$ cat src/riscv_em_pkg.sv
`default_nettype none

package riscv_em_pkg;

    localparam int XLEN       = 64;
    localparam int REGADDR_W  = 5;
    localparam int BYTE_LANES = XLEN / 8;
    localparam int OFF_W      = 3;             // byte offset inside a doubleword
    localparam int DMEM_WORDS = 64;
    localparam int DMEM_AW    = 6;             // index from address bits 8..3

    // major opcodes in RISC-V encoding
    typedef enum logic [6:0] {
        OPC_NONE  = 7'b0000000,                // bubble
        OPC_LOAD  = 7'b0000011,
        OPC_OPIMM = 7'b0010011,
        OPC_STORE = 7'b0100011,
        OPC_OP    = 7'b0110011,
        OPC_LUI   = 7'b0110111,
        OPC_JALR  = 7'b1100111,
        OPC_JAL   = 7'b1101111
    } opcode_e;

    // writeback source
    typedef enum logic [1:0] {
        RES_ALU = 2'b00,
        RES_MEM = 2'b01,
        RES_PC4 = 2'b10,
        RES_IMM = 2'b11
    } resultsrc_e;

    // store size
    typedef enum logic [1:0] {
        ST_B = 2'b00,
        ST_H = 2'b01,
        ST_W = 2'b10,
        ST_D = 2'b11
    } storesrc_e;

    // load size and extension
    typedef enum logic [2:0] {
        LD_B  = 3'b000,
        LD_H  = 3'b001,
        LD_W  = 3'b010,
        LD_D  = 3'b011,
        LD_BU = 3'b100,
        LD_HU = 3'b101,
        LD_WU = 3'b110
    } memext_e;

endpackage

`default_nettype wire

$ cat src/riscv_em_ppreg.sv
`timescale 1ns/1ps
`default_nettype none

module riscv_em_ppreg
    import riscv_em_pkg::*;
(
    input  logic                 i_riscv_em_clk,
    input  logic                 i_riscv_em_rst,
    input  logic                 i_riscv_em_en,         // high = stall
    input  logic                 i_riscv_em_flush,
    input  logic                 i_riscv_em_regw_e,
    input  logic [1:0]           i_riscv_em_resultsrc_e,
    input  logic [1:0]           i_riscv_em_storesrc_e,
    input  logic [2:0]           i_riscv_em_memext_e,
    input  logic [XLEN-1:0]      i_riscv_em_pcplus4_e,
    input  logic [XLEN-1:0]      i_riscv_em_result_e,
    input  logic [XLEN-1:0]      i_riscv_em_storedata_e,
    input  logic [REGADDR_W-1:0] i_riscv_em_rdaddr_e,
    input  logic [XLEN-1:0]      i_riscv_em_imm_e,
    input  logic [6:0]           i_riscv_em_opcode_e,
    output logic                 o_riscv_em_regw_m,
    output resultsrc_e           o_riscv_em_resultsrc_m,
    output storesrc_e            o_riscv_em_storesrc_m,
    output memext_e              o_riscv_em_memext_m,
    output logic [XLEN-1:0]      o_riscv_em_pcplus4_m,
    output logic [XLEN-1:0]      o_riscv_em_result_m,
    output logic [XLEN-1:0]      o_riscv_em_storedata_m,
    output logic [REGADDR_W-1:0] o_riscv_em_rdaddr_m,
    output logic [XLEN-1:0]      o_riscv_em_imm_m,
    output opcode_e              o_riscv_em_opcode_m
);

    always_ff @(posedge i_riscv_em_clk or posedge i_riscv_em_rst)
    begin : em_preg_proc
        if (i_riscv_em_rst)
        begin
            o_riscv_em_regw_m      <= 1'b0;
            o_riscv_em_resultsrc_m <= RES_ALU;
            o_riscv_em_storesrc_m  <= ST_B;
            o_riscv_em_memext_m    <= LD_B;
            o_riscv_em_pcplus4_m   <= '0;
            o_riscv_em_result_m    <= '0;
            o_riscv_em_storedata_m <= '0;
            o_riscv_em_rdaddr_m    <= '0;
            o_riscv_em_imm_m       <= '0;
            o_riscv_em_opcode_m    <= OPC_NONE;
        end
        else if (i_riscv_em_flush)
        begin
            // flush bubble wins over stall
            o_riscv_em_regw_m      <= 1'b0;
            o_riscv_em_resultsrc_m <= RES_ALU;
            o_riscv_em_storesrc_m  <= ST_B;
            o_riscv_em_memext_m    <= LD_B;
            o_riscv_em_pcplus4_m   <= '0;
            o_riscv_em_result_m    <= '0;
            o_riscv_em_storedata_m <= '0;
            o_riscv_em_rdaddr_m    <= '0;
            o_riscv_em_imm_m       <= '0;
            o_riscv_em_opcode_m    <= OPC_NONE;
        end
        else if (!i_riscv_em_en)
        begin
            o_riscv_em_regw_m      <= i_riscv_em_regw_e;
            o_riscv_em_resultsrc_m <= resultsrc_e'(i_riscv_em_resultsrc_e);
            o_riscv_em_storesrc_m  <= storesrc_e'(i_riscv_em_storesrc_e);
            o_riscv_em_memext_m    <= memext_e'(i_riscv_em_memext_e);
            o_riscv_em_pcplus4_m   <= i_riscv_em_pcplus4_e;
            o_riscv_em_result_m    <= i_riscv_em_result_e;
            o_riscv_em_storedata_m <= i_riscv_em_storedata_e;
            o_riscv_em_rdaddr_m    <= i_riscv_em_rdaddr_e;
            o_riscv_em_imm_m       <= i_riscv_em_imm_e;
            o_riscv_em_opcode_m    <= opcode_e'(i_riscv_em_opcode_e);
        end
    end

endmodule

`default_nettype wire

$ cat config.mk
export PLATFORM = sky130hd
export DESIGN_NAME = riscv_em_ppreg
export DESIGN_NICKNAME = d
export VERILOG_FILES = /design/src/riscv_em_pkg.sv /design/src/riscv_em_ppreg.sv
export SDC_FILE = /design/constraint.sdc
export NUM_CORES = 1
export LEC_CHECK = 0
export BUFFER_PORTS_ARGS = -buffer_cell sky130_fd_sc_hd__buf_2
export CORE_AREA = 2 2 217 219
export DETAILED_ROUTE_END_ITERATION = 16
export DIE_AREA = 0 0 219 221
export MAX_ROUTING_LAYER = met4
export SETUP_SLACK_MARGIN = 0.15
export SLEW_MARGIN = 30
export SYNTH_ARGS = -nofsm -noshare
export SYNTH_HDL_FRONTEND = slang
export SYNTH_SLANG_ARGS = --single-unit
$ cat constraint.sdc
create_clock -name i_riscv_em_clk -period 7.8 [get_ports i_riscv_em_clk]
set_input_delay 0.39 -clock i_riscv_em_clk [delete_from_list [all_inputs] [get_ports i_riscv_em_clk]]
set_output_delay 0.39 -clock i_riscv_em_clk [all_outputs]
set_load 0.05 [all_outputs]
Word level (Yosys, flattened, before mapping):

Index checks and enable logic that the tools add are counted.

* equal/unequal tests: 1
* mux-type cells: 20

Operator list (count)
* 2-to-1 mux 64 bit: 8
* 2-to-1 mux 7 bit: 2
* 2-to-1 mux 5 bit: 2
* 2-to-1 mux 2 bit: 4
* 2-to-1 mux 3 bit: 2
* 2-to-1 mux 1 bit: 2
* inequality test 2 x 1 -> 1 bit, second input constant: 1

* bits in registers: 276
* bits of input ports: 280
* output and inout bits: 276
* word-level logic and storage cells: 31

Logic depth before layout (Yosys ltp):

Gate-level depths: netlist of the first run.

* depth after elaboration: 2
* mapped depth: 5
* mapped depth without buffers: 2

Least setup slack after synthesis of the first run:

No wires, ideal clock.

* path type: input to register
* start point: input i_riscv_em_en
* end point: register o_riscv_em_result_m[0]
* library setup time: 132 ps
* data arrival time: 1066 ps
* required time: 7668 ps
* slack: 6603 ps
* stages on the path: 5
* buffers on the path: 3
* cell sequence: buf_4 buf_8 buf_8 mux2i_1 nor2_1

* cells in the longest elaborated chain, start to end: 1

Ends and longest elaborated chain
* from (decl): line riscv_em_ppreg.sv:9 `input logic i_riscv_em_en,`
* inequality test 2 x 1 -> 1 bit (no line)
* to (signal assigned): line riscv_em_ppreg.sv:69 `o_riscv_em_result_m <= i_riscv_em_result_e;`
* to (decl): line riscv_em_ppreg.sv:26 `output logic [XLEN-1:0] o_riscv_em_result_m,`

Every way passes these cells.
A chain may end at the register's enable or synchronous reset.

Worst setup path in the final report of the first run:

* start point: input i_riscv_em_en
* end point: register o_riscv_em_storedata_m[51]

* cells in the longest elaborated chain, start to end: 1

Ends and longest elaborated chain
* inequality test 2 x 1 -> 1 bit (no line)
* to (signal assigned): line riscv_em_ppreg.sv:70 `o_riscv_em_storedata_m <= i_riscv_em_storedata_e;`
* to (decl): line riscv_em_ppreg.sv:27 `output logic [XLEN-1:0] o_riscv_em_storedata_m,`

Every way passes these cells.

==> metrics.cfg, run 1 <==
[outcome]
status = completed

[pwr]
p_leak_nw = 8.90
power.density_nw_per_um2 = 241
ir_drop_v = 0.000125

[floorplanning]
die_h_um = 221
core_area_um2 = 46100
rows = 79
chipWidth_um = 219
initial_core_util_pct = 24.7
num_io_pins = 556
dieArea_um2 = 48400

[yosys]
synth.lib_cells_used.distinct = 10
synthCells = 891
yosys_warnings = 0
avgSynthCellArea_um2 = 12.8
syn_area_um2 = 11400
ys_seq_area_share_pct = 60.6
synth-seq-cells = 276
syn_nets = 1171

[routing]
drtAntennaViolNets = 0
routed_wl_um = 32000
drtPass1Iterations = 4
vias = 8528
wl_per_cell_um = 15.5
viasPerCell = 4.14
dr.first_iter.drc_count = 435
drc = 0

[worst_setup_path]
worst_path_dominant_cell_family = buffers and inverters
cp_max_fo = 99
reg2regPathDepth = 2
r2r_slack_ps = 7030
cp_slowest_cell = buf_4
required_ps = 8200
arrival_ps = 2450
reg2reg_from = o_riscv_em_pcplus4_m[30]
critPathKind = input port to flip-flop
end_kind = flip-flop
path_buf_inv = 2
r2r_end = o_riscv_em_pcplus4_m[30]
slowest_delay_ps = 870
cp_cell_sequence = buf_8, buf_4, mux2i_1, nor2_1
critPathLaunchType = input port

[timing]
relSlewSlack_pct = 34.6
fin_setup_tns_ps = 0
slew_viol_final = 0
finalHoldViolCount = 0
clock.fmax_ghz = 0.488
period_share_pct = 26.3
setup_viol = 0
worst_slew_pin_slew_ps = 982
rsz0062_at_grt = false
fin_crit_ps = 2050
fin_skew_ps = 0

[run]
drv_cap = 0

[clocking]
holdBufCountCts = 0
clock-root-buffer = clkbuf_16
cts_tree = built
clkTransAtPathRegs_ps = 60
cts_setup_buffers = 0
clock-sinks = 276
htree_levels = 1
ctsLongestPathBuffers = 3
worstSkewPairLatency_ps = 550
cts_resized = 0
cts_buffers = 31

[global_routing]
grt_pass1_wl_um = 49300
first_global_vias = 8942
grt_max_degree = 149
antenna_found_initial = 1
gr-usage-all-layers_pct = 13.0
overflow = 0

[finish]
syn2layout_area_growth_pct = 35.7
nets = 1707
final_util_pct = 33.6
drive_gt1_share_pct = 42.5

[placement]
dp_hpwl_um = 22800
gp_congestion = 0.799
port_buffers = 555

[hold_path]
hold_path.class = input port to async pin

==> worst min-delay path: stages <==
cell	delay, ps
buf_2	110
clkinvlp_4	50
buf_4	570
==> cell usage after synthesis <==
| master | instances | area [um2] |
|---|---|---|
| buf_1 | 4 | 15.0 |
| buf_12 | 22 | 440 |
| buf_2 | 22 | 110 |
| buf_4 | 4 | 30.0 |
| buf_8 | 5 | 75.1 |
| clkbuf_1 | 5 | 18.8 |
| dfrtp_1 | 276 | 6910 |
| inv_1 | 1 | 3.75 |
| mux2i_1 | 276 | 2760 |
| nor2_1 | 276 | 1040 |
==> logic make-up (layout without fill, tap and decap cells) <==
kind of cell           count (synthesis)  count (layout)  synth area share [%]
other                                  0               1                     0
flip-flops                           276             276                  60.6
AND/OR/NAND/NOR                      276             276                  9.09
buffers and inverters                 63             623                  6.08
multiplexers                         276             276                  24.2
==> metal layers <==
metal,wire [um],global-route usage (%)
met5,0,-
met4,907,4.56
met3,2280,2.75
met2,15700,21.7
met1,13100,15.5
==> how the worst max path moves through the flow <==
stage | cells past startpoint | endpoint | slack (ps) | from
after floorplan | 1 | o_riscv_em_imm_m[0] | 3760 | i_riscv_em_rst
after CTS | 4 | o_riscv_em_imm_m[9] | 5780 | i_riscv_em_en
final | 4 | o_riscv_em_storedata_m[51] | 5750 | i_riscv_em_en
after detailed placement | 4 | o_riscv_em_imm_m[9] | 5160 | i_riscv_em_en
after global routing | 4 | o_riscv_em_storedata_m[47] | 5640 | i_riscv_em_en
after global placement | 4 | o_riscv_em_imm_m[47] | 5170 | i_riscv_em_en
==> cell type report <==
class / count / area (um2)
inverter: 1 / 7.51
timing repair buffer: 565 / 2940
multi-input combinational: 552 / 3800
tap: 607 / 759
clock inverter: 11 / 130
fill: 4751 / 30600
sequential: 276 / 6910
clock buffer: 46 / 922
antenna: 1 / 2.50
==> flip-flops by register name (all words and copies together), names as in the netlist <==
name	cells
o_riscv_em_rdaddr_m	5
o_riscv_em_resultsrc_m	2
o_riscv_em_pcplus4_m	64
o_riscv_em_storedata_m	64
o_riscv_em_opcode_m	7
o_riscv_em_regw_m	1
o_riscv_em_imm_m	64
o_riscv_em_memext_m	3
o_riscv_em_storesrc_m	2
o_riscv_em_result_m	64
==> power by group <==
part / switching [mW] / internal (mW) / leakage (nW) / total, mW
Clock: 0.578 / 0.910 / 0.527 / 1.49
Sequential: 0.0430 / 1.51 / 3.66 / 1.56
Combinational: 0.492 / 0.196 / 4.71 / 0.688
Total: 1.11 / 2.62 / 8.90 / 3.73
==> cells in the final DEF (no fill, tap or decap) <==
cell type   Yosys  final
clkinv_2        0      8
buf_8           5      1
buf_2          22    553
buf_16          0      2
buf_4           4      4
buf_12         22      1
buf_6           0      3
bufinv_16       0      3
clkbuf_1        5      6
nor2_1        276    276
clkbuf_16       0     31
clkinvlp_4      0      1
dfrtp_1       276    276
mux2i_1       276    276
diode_2         0      1
clkbuf_8        0     10
==> through the flow <==
step | hold WS (ps) | std cells | instance area [um2] | power, mW | setup WS, ps
after global placement | 497 | 1999 | 14300 | 2.27 | 5170
final | 56.8 | 2059 | 15500 | 3.73 | 5750
after detailed placement | 506 | 2000 | 14400 | 2.28 | 5160
after CTS | 29.8 | 2057 | 15400 | 3.79 | 5780
after global routing | 58.1 | 2059 | 15500 | 3.89 | 5640
after floorplan | 543 | 891 | 11400 | 2.08 | 3760
Note: power is estimated with default switching activity, not from simulation.
==> inputs of run 2 (changes only) <==
==> constraint.sdc (replaced) <==
create_clock -name i_riscv_em_clk -period 1.9 [get_ports i_riscv_em_clk]
set_input_delay 0.095 -clock i_riscv_em_clk [delete_from_list [all_inputs] [get_ports i_riscv_em_clk]]
set_output_delay 0.095 -clock i_riscv_em_clk [all_outputs]
set_load 0.05 [all_outputs]
==> run 2 against run 1 <==
Net effect:
- total power rose to 4.4 times the previous value
- combinational power rose to 5.0 times the previous value
- global-route usage rose by 2.2 points
- largest cell class unchanged
==> metrics.cfg, run 2 (same netlist as run 1, synthesis figures left out) <==
[pwr]
power.density_nw_per_um2 = 872  ; was 241 nW/um2
ir_drop_v = 0.000632  ; was 0.000125 V
p_leak_nw = 10.4  ; was 8.90 nW

[hold_path]
hold_start = i_riscv_em_en
hold_path.class = input port to flip-flop  ; was input port to async pin
hold_end = o_riscv_em_result_m[24]
holdPathStages = 3

[timing]
fin_skew_ps = 0  ; unchanged
fin_setup_tns_ps = 0  ; unchanged
setup_viol = 0  ; unchanged
period_share_pct = 70.2
worst_slew_pin_slew_ps = 568  ; was 982 ps
rsz0062_at_grt = false  ; unchanged
relSlewSlack_pct = 62.1  ; was 34.6%
slew_viol_final = 0  ; unchanged
finalHoldViolCount = 0  ; unchanged
fin_crit_ps = 1330
clock.fmax_ghz = 0.749
finalWorstSetupSlack_ps = 565  ; was 5750 ps

[clocking]
cts_setup_buffers = 0  ; unchanged
cts_resized = 0  ; unchanged
clock-root-buffer = clkbuf_16  ; unchanged
cts_buffers = 34  ; was 31
holdBufCountCts = 279  ; was 0
htree_levels = 2  ; was 1
cts_tree = built  ; unchanged
clkTransAtPathRegs_ps = 50  ; was 60 ps
ctsLongestPathBuffers = 3  ; unchanged
clock-sinks = 276  ; unchanged
worstSkewPairLatency_ps = 510  ; was 550 ps

[global_routing]
grt_pass1_wl_um = 57200  ; was 49,300 um
grt_max_degree = 64  ; was 149
antenna_found_initial = 1  ; unchanged
gr-usage-all-layers_pct = 15.2  ; was 13.0%
first_global_vias = 11100  ; was 8,942
overflow = 0  ; unchanged

[placement]
dp_slack_ps = 609  ; was 5160 ps
gp_congestion = 0.847  ; was 0.799
dp_hpwl_um = 24700  ; was 22,800 um
place_area_um2 = 14900  ; was 14,400 um2
port_buffers = 555  ; unchanged

[routing]
drc = 0  ; unchanged
route.met2.wl_um = 18800  ; was 15,700 um
met3_length_um = 2660  ; was 2280 um
drtPass1Iterations = 4  ; unchanged
wl_per_cell_um = 15.6  ; was 15.5 um
highest-signal-layer = met4  ; unchanged
dr.first_iter.drc_count = 378  ; was 435
routed_wl_um = 37200  ; was 32,000 um
drt-met1-wl_um = 14200  ; was 13,100 um
viasPerCell = 4.24  ; was 4.14
drtAntennaViolNets = 0  ; unchanged
vias = 10100  ; was 8,528

[floorplanning]
die_h_um = 221  ; unchanged
initial_core_util_pct = 24.7  ; unchanged
num_io_pins = 556  ; unchanged
core_area_um2 = 46100  ; unchanged
dieArea_um2 = 48400  ; unchanged
rows = 79  ; unchanged
chipWidth_um = 219  ; unchanged

[worst_setup_path]
required_ps = 1800  ; was 8200 ps
cp_max_fo = 2  ; was 99
worst_path_dominant_cell_family = flip-flops  ; was buffers and inverters
arrival_ps = 1240  ; was 2450 ps
r2r_slack_ps = 670  ; was 7030 ps
reg2reg_from = o_riscv_em_result_m[26]  ; was o_riscv_em_pcplus4_m[30]
reg2regPathDepth = 3  ; was 2
critPathLaunchType = flip-flop  ; was input port
cp_cell_sequence = buf_2  ; was buf_8, buf_4, mux2i_1, nor2_1
cp_slowest_cell = dfrtp_1  ; was buf_4
slowest_delay_ps = 430  ; was 870 ps
r2r_end = o_riscv_em_result_m[26]  ; was o_riscv_em_pcplus4_m[30]
critPathKind = flip-flop to output port  ; was input port to flip-flop
end_kind = output port  ; was flip-flop
path_buf_inv = 1  ; was 2

[finish]
nets = 2028  ; was 1,707
fin_area_um2 = 18800  ; was 15,500 um2
layout_common_cells = buf_2, dlygate4sd3_1, mux2i_1, nor2_1, dfrtp_1  ; was buf_2, mux2i_1, nor2_1, dfrtp_1, clkbuf_16
syn2layout_area_growth_pct = 65.1  ; was 35.7%
final_util_pct = 40.8  ; was 33.6%
drive_gt1_share_pct = 37.1  ; was 42.5%
layout_commonest_cell = buf_2  ; unchanged

[outcome]
status = completed  ; unchanged

[run]
drv_cap = 0  ; unchanged

==> run 2: layer usage <==
layer,GRT usage (%),up-vias
li1,-,4658
met1,16.1,4886
met2,26.4,435
met3,3.60,116
met4,7.02,0
met5,-,-
==> run 2: cell type report <==
type	count	area (um2)
antenna	1	2.50
clock buffer	49	1020
clock inverter	10	125
fill	4265	27200
inverter	1	7.51
multi-input combinational	552	3800
sequential	276	6910
tap	607	759
timing repair buffer	883	6190
==> run 2: worst max path at each step <==
stage | start | end | slack (ps) | depth (start not counted)
after CTS | o_riscv_em_result_m[10] | o_riscv_em_result_m[10] | 520 | 1
after floorplan | i_riscv_em_rst | o_riscv_em_imm_m[0] | -1850 | 1
final | o_riscv_em_result_m[10] | o_riscv_em_result_m[10] | 570 | 1
after global routing | o_riscv_em_result_m[10] | o_riscv_em_result_m[10] | 510 | 1
after global placement | i_riscv_em_en | o_riscv_em_storesrc_m[0] | 650 | 4
after detailed placement | i_riscv_em_en | o_riscv_em_imm_m[44] | 610 | 4
==> run 2: report_power, final <==
group          total, mW  internal (mW)  switching, mW
Sequential          6.41           6.21          0.194
Clock               6.58           4.13           2.45
Combinational       3.43           1.26           2.17
Total               16.4           11.6           4.81
==> run 2: metrics by stage <==
| step | total power, mW | hold slack, ps | std cells |
|---|---|---|---|
| floorplan | 8.56 | 248 | 891 |
| global placement | 9.42 | 52.9 | 2040 |
| detailed placement | 9.46 | 60.7 | 2040 |
| CTS | 16.6 | 0.0457 | 2378 |
| global route | 17.1 | 24.7 | 2379 |
| finish | 16.4 | 32.6 | 2379 |
==> inputs of run 3 (changes only) <==
==> constraint.sdc (replaced) <==
create_clock -name i_riscv_em_clk -period 1.4 [get_ports i_riscv_em_clk]
set_input_delay 0.07 -clock i_riscv_em_clk [delete_from_list [all_inputs] [get_ports i_riscv_em_clk]]
set_output_delay 0.07 -clock i_riscv_em_clk [all_outputs]
set_load 0.05 [all_outputs]
==> run 3 against run 2 <==
Net effect:
- global-route usage rose by 0.93 points
- non-clock buffer count rose by 19
- total power rose by 36%
- critical endpoint is now o_riscv_em_imm_m[35]
- largest power group is now registers
==> metrics.cfg, run 3 (same netlist as run 1, synthesis figures left out) <==
[timing]
fin_skew_ps = 0  ; unchanged
finalWorstSetupSlack_ps = 164  ; was 565 ps
worst_slew_pin_slew_ps = 401  ; was 568 ps
setup_viol = 0  ; unchanged
finalHoldViolCount = 0  ; unchanged
timing.hold.ws_ps = 68.8  ; was 32.6 ps
relSlewSlack_pct = 73.3  ; was 62.1%
clock.fmax_ghz = 0.809
slew_viol_final = 0  ; unchanged
fin_crit_ps = 1240
period_share_pct = 88.3
fin_setup_tns_ps = 0  ; unchanged
rsz0062_at_grt = true  ; was false

[pwr]
p_sw_mw = 6.60  ; was 4.81 mW
p_int_mw = 15.7  ; was 11.6 mW
p_sw_share_pct = 29.7  ; was 29.3%
p_leak_nw = 10.5  ; was 10.4 nW
clkPwrFrac_pct = 37.7  ; was 40.1%
seqPwrFrac_pct = 39.3  ; was 39.0%
ir_drop_v = 0.000916  ; was 0.000632 V
combinationalPowerShare_pct = 23.0  ; was 20.9%
power.density_nw_per_um2 = 1120  ; was 872 nW/um2

[routing]
drtAntennaViolNets = 0  ; unchanged
wl_per_cell_um = 16.6  ; was 15.6 um
drtPass1Iterations = 6  ; was 4
viasPerCell = 4.27  ; was 4.24
routed_wl_um = 39900  ; was 37,200 um
drc = 0  ; unchanged
vias = 10200  ; was 10,100
dr.first_iter.drc_count = 546  ; was 378

[worst_setup_path]
critPathLaunch = o_riscv_em_imm_m[35]  ; was o_riscv_em_result_m[10]
end_kind = output port  ; unchanged
r2r_slack_ps = 450  ; was 670 ps
required_ps = 1330  ; was 1800 ps
slowest_delay_ps = 440  ; was 430 ps
path_buf_inv = 1  ; unchanged
cp_max_fo = 2  ; unchanged
arrival_ps = 1170  ; was 1240 ps
reg2reg_from = o_riscv_em_storedata_m[14]  ; was o_riscv_em_result_m[26]
worst_path_dominant_cell_family = flip-flops  ; unchanged
critPathLaunchType = flip-flop  ; unchanged
cp_slowest_cell = dfrtp_2  ; was dfrtp_1
r2r_end = o_riscv_em_storedata_m[14]  ; was o_riscv_em_result_m[26]
crit_end = o_riscv_em_imm_m[35]  ; was o_riscv_em_result_m[10]
reg2regPathDepth = 3  ; unchanged
cp_cell_sequence = buf_6  ; was buf_2
critPathKind = flip-flop to output port  ; unchanged
crit_cells = 1  ; unchanged

[floorplanning]
core_area_um2 = 46100  ; unchanged
die_h_um = 221  ; unchanged
initial_core_util_pct = 24.7  ; unchanged
num_io_pins = 556  ; unchanged
rows = 79  ; unchanged
chipWidth_um = 219  ; unchanged
dieArea_um2 = 48400  ; unchanged

[finish]
regArea_um2 = 6910  ; about the same
syn2layout_area_growth_pct = 74.9  ; was 65.1%
drive_gt1_share_pct = 37.9  ; was 37.1%
layout_commonest_cell = dlygate4sd3_1  ; was buf_2
nets = 2043  ; was 2,028
final_util_pct = 43.3  ; was 40.8%
layout_common_cells = dlygate4sd3_1, buf_2, mux2i_1, nor2_1, dfrtp_1  ; was buf_2, dlygate4sd3_1, mux2i_1, nor2_1, dfrtp_1
fillers = 4111  ; was 4,265
multi_input_area_um2 = 3800  ; unchanged

[clocking]
clkTransAtPathRegs_ps = 60  ; was 50 ps
worstSkewPairLatency_ps = 550  ; was 510 ps
htree_levels = 1  ; was 2
cts_buffers = 30  ; was 34
cts_tree = built  ; unchanged
ctsLongestPathBuffers = 3  ; unchanged
clock-root-buffer = clkbuf_16  ; unchanged
clock-sinks = 276  ; unchanged

[hold_path]
hold_path.class = input port to flip-flop  ; unchanged

[global_routing]
grt_max_degree = 58  ; was 64
overflow = 0  ; unchanged
antenna_found_initial = 3  ; was 1
gr-usage-all-layers_pct = 16.1  ; was 15.2%
first_global_vias = 11300  ; was 11,100
grt_pass1_wl_um = 60700  ; was 57,200 um

[placement]
dp_hpwl_um = 25100  ; was 24,700 um
dp_slack_ps = 320  ; was 609 ps
port_buffers = 555  ; unchanged
gp_congestion = 0.833  ; was 0.847

[outcome]
status = completed  ; unchanged

[run]
drv_cap = 0  ; unchanged

## run 3: stage by stage
stage | cell area [um2] | power (mW) | std cells
2_1_floorplan | 11400 | 11.6 | 891
3_3_place_gp | 14900 | 12.8 | 2055
3_5_place_dp | 14900 | 12.9 | 2055
4_1_cts | 19700 | 22.3 | 2387
5_1_grt | 19900 | 23.1 | 2395
6_report | 19900 | 22.3 | 2395
## run 3: timing repair
action,4_1_cts,5_1_grt
pin swaps,0,0
hold endpoints to repair,552,0
endpoints found under the setup margin,276,64
hold buffers,278,0
setup buffers,0,5
resized for setup,340,53
## run 3: worst min-delay path by stage
stage | startpoint | to | slack, ps | cells after the start
after floorplan | i_riscv_em_imm_e[0] | o_riscv_em_imm_m[0] | 220 | 2
after global placement | i_riscv_em_rst | o_riscv_em_pcplus4_m[21] | 150 | 3
after detailed placement | i_riscv_em_rst | o_riscv_em_pcplus4_m[21] | 150 | 3
after CTS | i_riscv_em_en | o_riscv_em_pcplus4_m[38] | 30 | 4
after global routing | i_riscv_em_en | o_riscv_em_storedata_m[16] | 70 | 4
final | i_riscv_em_en | o_riscv_em_pcplus4_m[42] | 70 | 4
## run 3: layer usage
layer  part of all wire [%]  global-route usage, %  vias up
li1                       -                      -     4689
met4                    3.7                   6.43        0
met2                     52                   28.7      425
met1                     38                   17.5     5009
met3                    6.5                   3.07      105
met5                      0                      -        -
## run 3: tightest hold or removal path, delay by kind of cell
family	cells	cell delay (ps)
buffers and inverters	2	270
muxes	1	170
and+or+nand+nor	1	50
## run 3: area by class of cell
class | instances | area share (%)
Multi-Input combinational cell | 552 | 19.0
Timing Repair Buffer | 902 | 37.1
Clock buffer | 42 | 4.45
Inverter | 1 | 0.0376
Sequential cell | 276 | 34.6
Tap cell | 607 | 3.81
Clock inverter | 12 | 0.822
Antenna cell | 3 | 0.0376
## run 3: power by group through the flow
stage / combinational [mW] / clock (mW) / sequential [mW]
6_report: 5.12 / 8.39 / 8.76
3_5_place_dp: 4.04 / 0 / 8.81
2_1_floorplan: 1.22 / 0 / 10.4
3_3_place_gp: 3.99 / 0 / 8.81
5_1_grt: 5.38 / 8.92 / 8.80
4_1_cts: 4.99 / 8.61 / 8.72
